File: config.mk
export PLATFORM = sky130hd
export DESIGN_NAME = feat_reshape_top
export DESIGN_NICKNAME = d
export VERILOG_FILES = /design/src/hdl/feat_pkg.sv /design/src/hdl/row_delay.sv /design/src/hdl/window_builder.sv /design/src/hdl/sign_window.sv /design/src/hdl/stride_pool.sv /design/src/hdl/feat_reshape_top.sv
export SDC_FILE = /design/constraint.sdc
export NUM_CORES = 2
export LEC_CHECK = 0
export BUFFER_PORTS_ARGS = -buffer_cell sky130_fd_sc_hd__buf_4
export CORE_MARGIN = 10
export CORE_UTILIZATION = 40
export DETAILED_ROUTE_END_ITERATION = 6
export PLACE_DENSITY = 0.64
export SLEW_MARGIN = 10
export SYNTH_ARGS = -nofsm -noshare
export SYNTH_HDL_FRONTEND = slang
export SYNTH_SLANG_ARGS = --single-unit
File: constraint.sdc
create_clock -name i_sclk -period 6.58 [get_ports i_sclk]
set_input_delay 0.987 -clock i_sclk [delete_from_list [all_inputs] [get_ports i_sclk]]
set_output_delay 0.987 -clock i_sclk [all_outputs]
set_load 0.01 [all_outputs]
File: src/hdl/feat_pkg.sv
`default_nettype none

package feat_pkg;

	localparam int WIN_LEN  = 3;                  // window side
	localparam int WIN_TAPS = WIN_LEN * WIN_LEN;  // taps per window
	localparam int STRIDE   = 2;                  // pooling and downsampling step

	// 2-bit code per tap, zero kept apart from the two signs
	typedef enum logic [1:0]
	{
		SIGN_ZERO = 2'b00,
		SIGN_POS  = 2'b01,
		SIGN_NEG  = 2'b10
	} sign_code_t;

endpackage

`default_nettype wire

File: src/hdl/row_delay.sv
`timescale 1ns/1ps
`default_nettype none

module row_delay
#(
	parameter int DATA_W  = 27,
	parameter int ROW_LEN = 56
)(
	input  wire              i_sclk,
	input  wire              i_rst_n,
	input  wire              i_clear,
	input  wire              i_wr_en,
	input  wire [DATA_W-1:0] i_wr_data,
	input  wire              i_rd_en,
	output logic [DATA_W-1:0] o_rd_data
);

	localparam int PTR_W = (ROW_LEN > 1) ? $clog2(ROW_LEN) : 1;

	logic [DATA_W-1:0] mem [ROW_LEN];
	logic [PTR_W-1:0]  wr_ptr;
	logic [PTR_W-1:0]  rd_ptr;

	always_ff @(posedge i_sclk or negedge i_rst_n)
	begin
		if (!i_rst_n)
		begin
			wr_ptr <= '0;
			rd_ptr <= '0;
		end
		else if (i_clear)
		begin
			wr_ptr <= '0;  // frame start rewinds both
			rd_ptr <= '0;
		end
		else
		begin
			if (i_wr_en)
				wr_ptr <= (wr_ptr == PTR_W'(ROW_LEN - 1)) ? '0 : wr_ptr + 1'b1;
			if (i_rd_en)
				rd_ptr <= (rd_ptr == PTR_W'(ROW_LEN - 1)) ? '0 : rd_ptr + 1'b1;
		end
	end

	// read sees the old word from one row back
	always_ff @(posedge i_sclk)
	begin
		if (i_wr_en)
			mem[wr_ptr] <= i_wr_data;
		if (i_rd_en)
			o_rd_data <= mem[rd_ptr];
	end

	// a row is written in one run of ROW_LEN words
	assert property (@(posedge i_sclk) disable iff (!i_rst_n)
		i_wr_en [*ROW_LEN] |=> !i_wr_en);

	// an end-of-frame flush reads one row and stops
	assert property (@(posedge i_sclk) disable iff (!i_rst_n)
		(i_rd_en && !i_wr_en) [*ROW_LEN] |=> !(i_rd_en && !i_wr_en));

endmodule

`default_nettype wire

File: src/hdl/window_builder.sv
`timescale 1ns/1ps
`default_nettype none

module window_builder
	import feat_pkg::*;
#(
	parameter int DATA_W  = 27,
	parameter int ROW_LEN = 56,
	parameter int ROWS    = 56
)(
	input  wire                          i_sclk,
	input  wire                          i_rst_n,
	input  wire                          i_vsync,
	input  wire                          i_hsync,
	input  wire                          i_valid,
	input  wire  [DATA_W-1:0]            i_tdata,
	output logic                         o_win_valid,
	output logic                         o_win_row_start,
	output logic                         o_win_stride,
	output logic [WIN_TAPS*DATA_W-1:0]   o_win_tdata
);

	localparam int COL_W = (ROW_LEN > 1) ? $clog2(ROW_LEN) : 1;
	localparam int ROW_W = $clog2(ROWS + 1);

	logic [COL_W-1:0]  col;
	logic [ROW_W-1:0]  row;
	logic [1:0]        fl_dly;
	logic              fl_en;
	logic              pix_en;
	logic              last_pix;

	logic              b_wr;
	logic              b_rd;
	logic              b_emit;
	logic              b_top;
	logic              b_bot;
	logic              b_even;
	logic              b_first;
	logic              b_last;
	logic [DATA_W-1:0] b_pix;
	logic [DATA_W-1:0] d1_rd;
	logic [DATA_W-1:0] d2_rd;

	logic              c_emit;
	logic              c_top;
	logic              c_bot;
	logic              c_even;
	logic              c_first;
	logic              c_last;
	logic [DATA_W-1:0] c_pix;
	logic [DATA_W-1:0] c_mid;

	logic              tail;
	logic              shift_en;
	logic              win_valid;
	logic              win_even;
	logic [COL_W-1:0]  wcol;
	logic              left_edge;
	logic              right_edge;
	logic [DATA_W-1:0] col_in [WIN_LEN];
	logic [DATA_W-1:0] win_q  [WIN_LEN][WIN_LEN];  // [row][col], col 0 is left

	assign pix_en   = i_valid || fl_en;                 // real pixel or flush slot
	assign last_pix = pix_en && (col == COL_W'(ROW_LEN - 1));

	always_ff @(posedge i_sclk or negedge i_rst_n)
	begin
		if (!i_rst_n)
		begin
			col    <= '0;
			row    <= '0;
			fl_dly <= '0;
			fl_en  <= 1'b0;
		end
		else if (i_vsync)
		begin
			col    <= '0;
			row    <= '0;
			fl_dly <= '0;
			fl_en  <= 1'b0;
		end
		else
		begin
			if (i_hsync)
				col <= '0;  // realign at every row start
			else if (pix_en)
				col <= last_pix ? '0 : col + 1'b1;
			if (i_valid && last_pix)
				row <= row + 1'b1;
			// wait for the last row to drain from the window shifter
			fl_dly <= {fl_dly[0], i_valid && last_pix && (row == ROW_W'(ROWS - 1))};
			if (fl_dly[1])
				fl_en <= 1'b1;
			else if (fl_en && last_pix)
				fl_en <= 1'b0;
		end
	end

	always_ff @(posedge i_sclk or negedge i_rst_n)
	begin
		if (!i_rst_n)
		begin
			b_wr      <= 1'b0;
			b_rd      <= 1'b0;
			b_emit    <= 1'b0;
			c_emit    <= 1'b0;
			tail      <= 1'b0;
			win_valid <= 1'b0;
		end
		else
		begin
			b_wr      <= i_valid;
			b_rd      <= pix_en;
			b_emit    <= (i_valid && row != '0) || fl_en;  // row 0 only fills the delays
			c_emit    <= b_emit;
			tail      <= c_emit && c_last;                  // closes the right edge
			win_valid <= (c_emit && !c_first) || tail;
		end
	end

	always_ff @(posedge i_sclk)
	begin
		b_pix   <= i_tdata;
		b_top   <= (row == ROW_W'(1));  // centre is frame row 0
		b_bot   <= fl_en;               // centre is the last row
		b_even  <= ((row - 1'b1) % STRIDE) == 0;
		b_first <= (col == '0);
		b_last  <= (col == COL_W'(ROW_LEN - 1));
		c_pix   <= b_pix;
		c_mid   <= d1_rd;
		c_top   <= b_top;
		c_bot   <= b_bot;
		c_even  <= b_even;
		c_first <= b_first;
		c_last  <= b_last;
		if (c_emit)
			win_even <= c_even;
	end

	row_delay #(
		.DATA_W    (DATA_W),
		.ROW_LEN   (ROW_LEN)
	) row_delay_prev (
		.i_sclk    (i_sclk),
		.i_rst_n   (i_rst_n),
		.i_clear   (i_vsync),
		.i_wr_en   (i_valid),
		.i_wr_data (i_tdata),
		.i_rd_en   (pix_en),
		.o_rd_data (d1_rd)
	);

	row_delay #(
		.DATA_W    (DATA_W),
		.ROW_LEN   (ROW_LEN)
	) row_delay_prev2 (
		.i_sclk    (i_sclk),
		.i_rst_n   (i_rst_n),
		.i_clear   (i_vsync),
		.i_wr_en   (b_wr),
		.i_wr_data (d1_rd),
		.i_rd_en   (b_rd),
		.o_rd_data (d2_rd)
	);

	// vertical edge replication on the incoming column
	assign col_in[0]         = c_top ? c_mid : d2_rd;
	assign col_in[1]         = c_mid;
	assign col_in[WIN_LEN-1] = c_bot ? c_mid : c_pix;
	assign shift_en          = c_emit || tail;

	always_ff @(posedge i_sclk)
	begin
		if (shift_en)
		begin
			for (int r = 0; r < WIN_LEN; r++)
			begin
				for (int c = 0; c < WIN_LEN - 1; c++)
					win_q[r][c] <= win_q[r][c+1];
				win_q[r][WIN_LEN-1] <= col_in[r];
			end
		end
	end

	always_ff @(posedge i_sclk or negedge i_rst_n)
	begin
		if (!i_rst_n)
			wcol <= '0;
		else if (i_vsync)
			wcol <= '0;
		else if (win_valid)
			wcol <= (wcol == COL_W'(ROW_LEN - 1)) ? '0 : wcol + 1'b1;
	end

	assign left_edge  = (wcol == '0);
	assign right_edge = (wcol == COL_W'(ROW_LEN - 1));

	// horizontal edge replication, taps row-major from the top row
	always_comb
	begin
		for (int r = 0; r < WIN_LEN; r++)
		begin
			o_win_tdata[(r*WIN_LEN)*DATA_W +: DATA_W] =
				left_edge ? win_q[r][1] : win_q[r][0];
			o_win_tdata[(r*WIN_LEN+1)*DATA_W +: DATA_W] = win_q[r][1];
			o_win_tdata[(r*WIN_LEN+WIN_LEN-1)*DATA_W +: DATA_W] =
				right_edge ? win_q[r][1] : win_q[r][WIN_LEN-1];
		end
	end

	assign o_win_valid     = win_valid;
	assign o_win_row_start = win_valid && left_edge;
	assign o_win_stride    = win_valid && win_even && ((wcol % STRIDE) == 0);

	// the source never streams more than one row after a row mark
	assert property (@(posedge i_sclk) disable iff (!i_rst_n)
		i_hsync ##1 i_valid [*ROW_LEN] |=> !i_valid);

endmodule

`default_nettype wire

File: src/hdl/sign_window.sv
`timescale 1ns/1ps
`default_nettype none

module sign_window
	import feat_pkg::*;
#(
	parameter int DATA_W = 27
)(
	input  wire                         i_sclk,
	input  wire                         i_rst_n,
	input  wire                         i_win_valid,
	input  wire                         i_win_row_start,
	input  wire  [WIN_TAPS*DATA_W-1:0]  i_win_tdata,
	output logic                        o_hsync_c,
	output logic                        o_valid_c,
	output logic [2*WIN_TAPS-1:0]       o_tdata_c
);

	logic [2*WIN_TAPS-1:0] codes;

	function automatic sign_code_t sign_of(input logic [DATA_W-1:0] px);
		sign_code_t code;
		if (px == '0)
			code = SIGN_ZERO;
		else if (px[DATA_W-1])
			code = SIGN_NEG;  // msb set, negative
		else
			code = SIGN_POS;
		return code;
	endfunction

	always_comb
	begin
		for (int k = 0; k < WIN_TAPS; k++)
			codes[2*k +: 2] = sign_of(i_win_tdata[k*DATA_W +: DATA_W]);
	end

	always_ff @(posedge i_sclk or negedge i_rst_n)
	begin
		if (!i_rst_n)
		begin
			o_valid_c <= 1'b0;
			o_hsync_c <= 1'b0;
		end
		else
		begin
			o_valid_c <= i_win_valid;
			o_hsync_c <= i_win_valid && i_win_row_start;
		end
	end

	always_ff @(posedge i_sclk)
	begin
		if (i_win_valid)
			o_tdata_c <= codes;
	end

endmodule

`default_nettype wire

File: src/hdl/stride_pool.sv
`timescale 1ns/1ps
`default_nettype none

module stride_pool
	import feat_pkg::*;
#(
	parameter int DATA_W = 27
)(
	input  wire                         i_sclk,
	input  wire                         i_rst_n,
	input  wire                         i_win_valid,
	input  wire                         i_win_row_start,
	input  wire                         i_win_stride,
	input  wire  [WIN_TAPS*DATA_W-1:0]  i_win_tdata,
	output logic                        o_hsync_p,
	output logic                        o_valid_p,
	output logic [DATA_W-1:0]           o_tdata_m,
	output logic [DATA_W-1:0]           o_tdata_d
);

	localparam int CTR_TAP = WIN_TAPS / 2;  // centre of the window

	logic              take;
	logic [DATA_W-1:0] tap     [WIN_TAPS];
	logic [DATA_W-1:0] row_max [WIN_LEN];
	logic [DATA_W-1:0] s1_max  [WIN_LEN];
	logic [DATA_W-1:0] s1_ctr;
	logic [DATA_W-1:0] pool_max;
	logic              s1_valid;
	logic              s1_hsync;

	function automatic logic [DATA_W-1:0] smax(input logic [DATA_W-1:0] a,
		input logic [DATA_W-1:0] b);
		return ($signed(a) > $signed(b)) ? a : b;
	endfunction

	assign take = i_win_valid && i_win_stride;  // even row, even column only

	// first stage, maximum along each window row
	always_comb
	begin
		for (int k = 0; k < WIN_TAPS; k++)
			tap[k] = i_win_tdata[k*DATA_W +: DATA_W];
		for (int r = 0; r < WIN_LEN; r++)
		begin
			row_max[r] = tap[r*WIN_LEN];
			for (int c = 1; c < WIN_LEN; c++)
				row_max[r] = smax(row_max[r], tap[r*WIN_LEN+c]);
		end
	end

	// second stage across the row maxima
	always_comb
	begin
		pool_max = s1_max[0];
		for (int r = 1; r < WIN_LEN; r++)
			pool_max = smax(pool_max, s1_max[r]);
	end

	always_ff @(posedge i_sclk or negedge i_rst_n)
	begin
		if (!i_rst_n)
		begin
			s1_valid  <= 1'b0;
			s1_hsync  <= 1'b0;
			o_valid_p <= 1'b0;
			o_hsync_p <= 1'b0;
		end
		else
		begin
			s1_valid  <= take;
			s1_hsync  <= take && i_win_row_start;
			o_valid_p <= s1_valid;
			o_hsync_p <= s1_hsync;
		end
	end

	always_ff @(posedge i_sclk)
	begin
		if (take)
		begin
			s1_max <= row_max;
			s1_ctr <= tap[CTR_TAP];  // rides along with the compare
		end
		if (s1_valid)
		begin
			o_tdata_m <= pool_max;
			o_tdata_d <= s1_ctr;
		end
	end

endmodule

`default_nettype wire

File: src/hdl/feat_reshape_top.sv
`timescale 1ns/1ps
`default_nettype none

module feat_reshape_top
	import feat_pkg::*;
#(
	parameter int DATA_W  = 27,
	parameter int ROW_LEN = 56,
	parameter int ROWS    = 56
)(
	input  wire                      i_sclk,
	input  wire                      i_rst_n,
	input  wire                      i_vsync,
	input  wire                      i_hsync,
	input  wire                      i_valid,
	input  wire  [DATA_W-1:0]        i_tdata,

	output wire                      o_hsync_c,
	output wire                      o_valid_c,
	output wire  [2*WIN_TAPS-1:0]    o_tdata_c,

	output wire                      o_hsync_p,
	output wire                      o_valid_p,
	output wire  [DATA_W-1:0]        o_tdata_m,
	output wire  [DATA_W-1:0]        o_tdata_d
);

	wire                         win_valid;
	wire                         win_row_start;
	wire                         win_stride;  // even centre row and column
	wire [WIN_TAPS*DATA_W-1:0]   win_tdata;

	window_builder #(
		.DATA_W          (DATA_W),
		.ROW_LEN         (ROW_LEN),
		.ROWS            (ROWS)
	) window_builder_inst (
		.i_sclk          (i_sclk),
		.i_rst_n         (i_rst_n),
		.i_vsync         (i_vsync),
		.i_hsync         (i_hsync),
		.i_valid         (i_valid),
		.i_tdata         (i_tdata),
		.o_win_valid     (win_valid),
		.o_win_row_start (win_row_start),
		.o_win_stride    (win_stride),
		.o_win_tdata     (win_tdata)
	);

	// full-rate sign codes
	sign_window #(
		.DATA_W          (DATA_W)
	) sign_window_inst (
		.i_sclk          (i_sclk),
		.i_rst_n         (i_rst_n),
		.i_win_valid     (win_valid),
		.i_win_row_start (win_row_start),
		.i_win_tdata     (win_tdata),
		.o_hsync_c       (o_hsync_c),
		.o_valid_c       (o_valid_c),
		.o_tdata_c       (o_tdata_c)
	);

	// max pooling and centre downsample share the stride windows
	stride_pool #(
		.DATA_W          (DATA_W)
	) stride_pool_inst (
		.i_sclk          (i_sclk),
		.i_rst_n         (i_rst_n),
		.i_win_valid     (win_valid),
		.i_win_row_start (win_row_start),
		.i_win_stride    (win_stride),
		.i_win_tdata     (win_tdata),
		.o_hsync_p       (o_hsync_p),
		.o_valid_p       (o_valid_p),
		.o_tdata_m       (o_tdata_m),
		.o_tdata_d       (o_tdata_d)
	);

endmodule

`default_nettype wire

==> results.md <==
* Cell count after synthesis at between 6000 and 7000
* Total Routed Length at 367000 um
* Top-count cell post-synth: edfxtp_1
* Full die area at ~390000 um2
* Post-synth top area share at 0.726
* Final period util at 0.953
* Sw frac at 0.219
* DRC at 0
* Main combinational cell family by area after synthesis: multiplexers
* Critical Path, Cell by Cell: inv_1 -> ha_1 -> nand3_4 -> buf_12 -> buf_4 -> mux2_2 -> ha_1 -> a21oi_1 -> a211oi_1 -> a2111oi_1 -> buf_4 -> o221ai_1 -> mux2_4 -> mux2_1 -> ha_1 -> and3_1 -> nand3_1 -> or4_1 -> or4_1 -> o211a_1 -> buf_4 -> mux2i_1
* Fmax at approximately 0.16 GHz
* WP data arrival at 6.93 ns
* # clock sinks at 3650
* GR peak layer: met2
* Setup Skew at 0.0754 ns
* Int Pwr at 38400 uW
* Share of flip-flops with an asynchronous set or reset at 0.0156
* CTS tree: built
* Final-report hold violation count at 0
* Min-delay worst type: reg2reg
* TritonCTS Buffers at 370
* P per Cell Area at 298 nW/um2
* Core area at 360000 um2
* CP top delay family: simple AND/OR/NAND/NOR gates
* Synth Area in XOR/XNOR at 0.000967
* Maximum fanout along the worst path at 15
* Commonest cells in the netlist: edfxtp_1, mux4_2, ha_1, inv_1, mux2_2
* Critical path class: reg2reg
* Pwr Total at 49200 uW
* Max-Cap Viols at 0
* Detailed-route via count at 70300
* First-pass GRT wire length at 525000 um
* Top cells by area, synth: edfxtp_1, mux4_2, ha_1, mux2_2, mux2i_1
* GR Layer Usage met2 at 0.303
* CTS Root Cell: clkbuf_16
* Sequential fraction of design power at 0.531
* Synthesis Warnings at 0
* Post-Layout Cell Count at 12200
* Area leader, netlist: edfxtp_1
* Comb power frac at 0.058
* Compound-Gate Fraction of Synth Area at 0.0138
* Synthesized Nets at about 7000
* Router iterations before antenna repair at 6
* Largest net degree at the start of global routing at 117
* Setup crit start kind: flip-flop
* Synthesized flop and latch total at approximately 3700
* # setup viols final at 0
* Seq/Total Area, Yosys at 0.748
* Met1 usage at 0.258
* Critical path's slowest cell: or4_1
* Met3 Resource Use GR at 0.0284
* Status: complete, no violations
* Worst path bufs/invs at 5
* Port Buffers at 107
* Critical Path Max Stage Delay at 0.54 ns
* CTS Buffer Depth at 4
* # placed instances at 11500
* I/O pin cnt at roughly 110
* Starting Density at 0.403
* Vias in the first global route at just over 70000
* Worst-Margin Slew at 1.24 ns
* ANT nets after route at 0
* Placement row count at 220
* Chip width at around 620 um
* Max VDD drop at 0.245 mV
* Rel. slew slack at 0.171
* Post-Synth Adder-Cell Area at 0.0196
* Number of DRC markers in iteration 0 at just under 9000
* Worst EP required at 7.24 ns
* Final HPWL DP at 209000 um
* Wire length per cell at 30.1 um
* Vias/cell at 5.77
* Die Span Y at around 620 um
* Syn Area/Cell at 21.5 um2
* Max H-tree Level at 5
* Fill cells at 29600
* Power share of the clock group at 0.411
* Setup TNS at 0 ns
* Total gr overflow at 0
* Synthesized cell area at between 100000 and 150000 um2
* RSZ-0062 raised after global routing: false
* Leak pwr at 0.0518 uW
* Post-synth EDFFs at approximately 3500
* Share of layout cells above drive strength 1 at 0.296
* Tot GR Track Use at 0.184
* RePlAce Congestion at 0.879
* Synth Flop Type: edfxtp_1
* Max-slew violation count at 0
* Mux share of post-synthesis cell area at 0.184
* Clk pin slew, worst setup/hold paths at 0.06 ns
* Initial antenna violation count at 47
* Worst setup EP type: flip-flop
* Layout Nets at 7377
* Fin crit period at 6.27 ns
* Clock latency on the worst-skew pair at 0.95 ns
* Post-Synth Simple-Gate Area at 0.0185
* Switching power at roughly 11000 uW
* Area grow syn2layout at 13.8%
* Synth cell types at 73
-- flip-flops by register name (all words and copies together), names as in the netlist, 2 cells and up --
name	cells
window_builder_inst.row_delay_prev.wr_ptr	6
window_builder_inst.row_delay_prev2.rd_ptr	6
window_builder_inst.wcol	6
window_builder_inst.row_delay_prev2.mem	1512
window_builder_inst.row_delay_prev2.o_rd_data	27
window_builder_inst.col	6
stride_pool_inst.s1_max	81
window_builder_inst.c_pix	27
window_builder_inst.row	6
window_builder_inst.c_mid	27
stride_pool_inst.o_tdata_d	27
sign_window_inst.o_tdata_c	18
window_builder_inst.row_delay_prev.o_rd_data	27
window_builder_inst.b_pix	27
window_builder_inst.row_delay_prev.rd_ptr	6
window_builder_inst.win_q	243
window_builder_inst.row_delay_prev.mem	1512
window_builder_inst.fl_dly	2
stride_pool_inst.s1_ctr	27
stride_pool_inst.o_tdata_m	27
window_builder_inst.row_delay_prev2.wr_ptr	6
-- logic make-up (layout without fill, tap and decap cells) --
logic type	after synthesis	after routing
buffers and inverters	534	1214
AND/OR/NAND/NOR	559	559
other	0	20
multiplexers	1416	1416
XOR/XNOR	16	16
adder cells (fa/ha/maj)	227	227
flip-flops	3650	3650
AO/OA/AOI/OAI	327	327
-- repair_timing --
| action | CTS | global route |
|---|---|---|
| buffers inserted | 0 | 1 |
| hold buffers | 1 | 0 |
| setup endpoints to repair | 0 | 79 |
| gates resized for setup | 0 | 6 |
| endpoints found under the hold margin | 7 | 0 |
-- area by class of cell --
class	count	area, um2	share of cell area
flip-flops and latches	3650	108000	0.658
inverters	222	833	0.00505
repair buffers	329	2820	0.0171
well taps	4773	5970	0.0362
multi-input cells	2545	35200	0.213
diodes	20	50.0	0.000303
clock inverters	188	1590	0.00963
clock buffers	475	9990	0.0606
-- power groups by stage --
stage | clock network, uW | logic [uW] | registers, uW
after CTS | 20600 | 2890 | 26100
after global routing | 21500 | 3000 | 26100
after floorplan | 0 | 1440 | 26700
after global placement | 0 | 2810 | 26600
after detailed placement | 0 | 2890 | 26600
final | 20200 | 2850 | 26100
-- final timing paths --
| kind | start | endpoint | slack (ns) | depth (start not counted) |
|---|---|---|---|---|
| worst min register to register | window_builder_inst.b_pix[17]$_DFF_P_ | window_builder_inst.c_pix[17]$_DFF_P_ | 0.33 | 0 |
| worst min-delay path | window_builder_inst.b_pix[17]$_DFF_P_ | window_builder_inst.c_pix[17]$_DFF_P_ | 0.33 | 0 |
| worst max-delay path | window_builder_inst.wcol[1]$_DFFE_PN0P_ | stride_pool_inst.s1_max[62]$_DFFE_PP_ | 0.31 | 22 |
| min in group asynchronous | i_rst_n | window_builder_inst.row_delay_prev2.wr_ptr[0]$_DFFE_PN0P_ | 0.59 | 2 |
| worst max register to register | window_builder_inst.wcol[1]$_DFFE_PN0P_ | stride_pool_inst.s1_max[62]$_DFFE_PP_ | 0.31 | 22 |
| max in group asynchronous | i_rst_n | window_builder_inst.row_delay_prev.rd_ptr[3]$_DFFE_PN0P_ | 4.75 | 3 |
-- cell usage in the layout, fill, tap and decap left out, types with 13 or more instances in the layout --
cell type / synthesis / routed
nor2_1: 184 / 80
diode_2: 0 / 20
nand4_1: 71 / 71
clkinv_1: 1 / 72
o31a_1: 25 / 25
dfrtp_1: 57 / 45
bufinv_16: 0 / 19
clkinv_2: 0 / 56
a211oi_1: 18 / 18
dfxtp_1: 91 / 91
mux2_2: 220 / 219
nor3_1: 25 / 15
o21ai_0: 106 / 104
mux2_4: 23 / 24
nand3_1: 35 / 34
ha_1: 227 / 227
mux2i_1: 203 / 202
nand2_1: 129 / 129
buf_4: 5 / 300
clkbuf_1: 174 / 78
nor2_4: 0 / 95
mux4_2: 966 / 966
clkbuf_16: 0 / 376
clkbuf_8: 0 / 21
nor4_1: 45 / 45
edfxtp_1: 3502 / 3502
nor2b_1: 13 / 13
inv_1: 220 / 220
a21oi_1: 108 / 108
buf_12: 2 / 28
-- routing by layer --
layer	part of all wire	routed length, um
met1	0.41	150000
met2	0.49	179000
met3	0.077	28100
met4	0.030	10900
met5	0.00020	74
-- per-stage QoR --
| step | hold slack, ns | area (um2) | worst slack (ns) | utilization |
|---|---|---|---|---|
| after CTS | 0.296 | 165000 | 0.104 | 0.458 |
| after global routing | 0.322 | 165000 | 0.0553 | 0.458 |
| after floorplan | 0.310 | 145000 | 0.0952 | - |
| after detailed placement | 0.312 | 153000 | 0.0920 | 0.426 |
| final | 0.325 | 165000 | 0.310 | 0.458 |
| after global placement | 0.312 | 153000 | 0.181 | 0.426 |
Power figures use the tool's default switching activity.
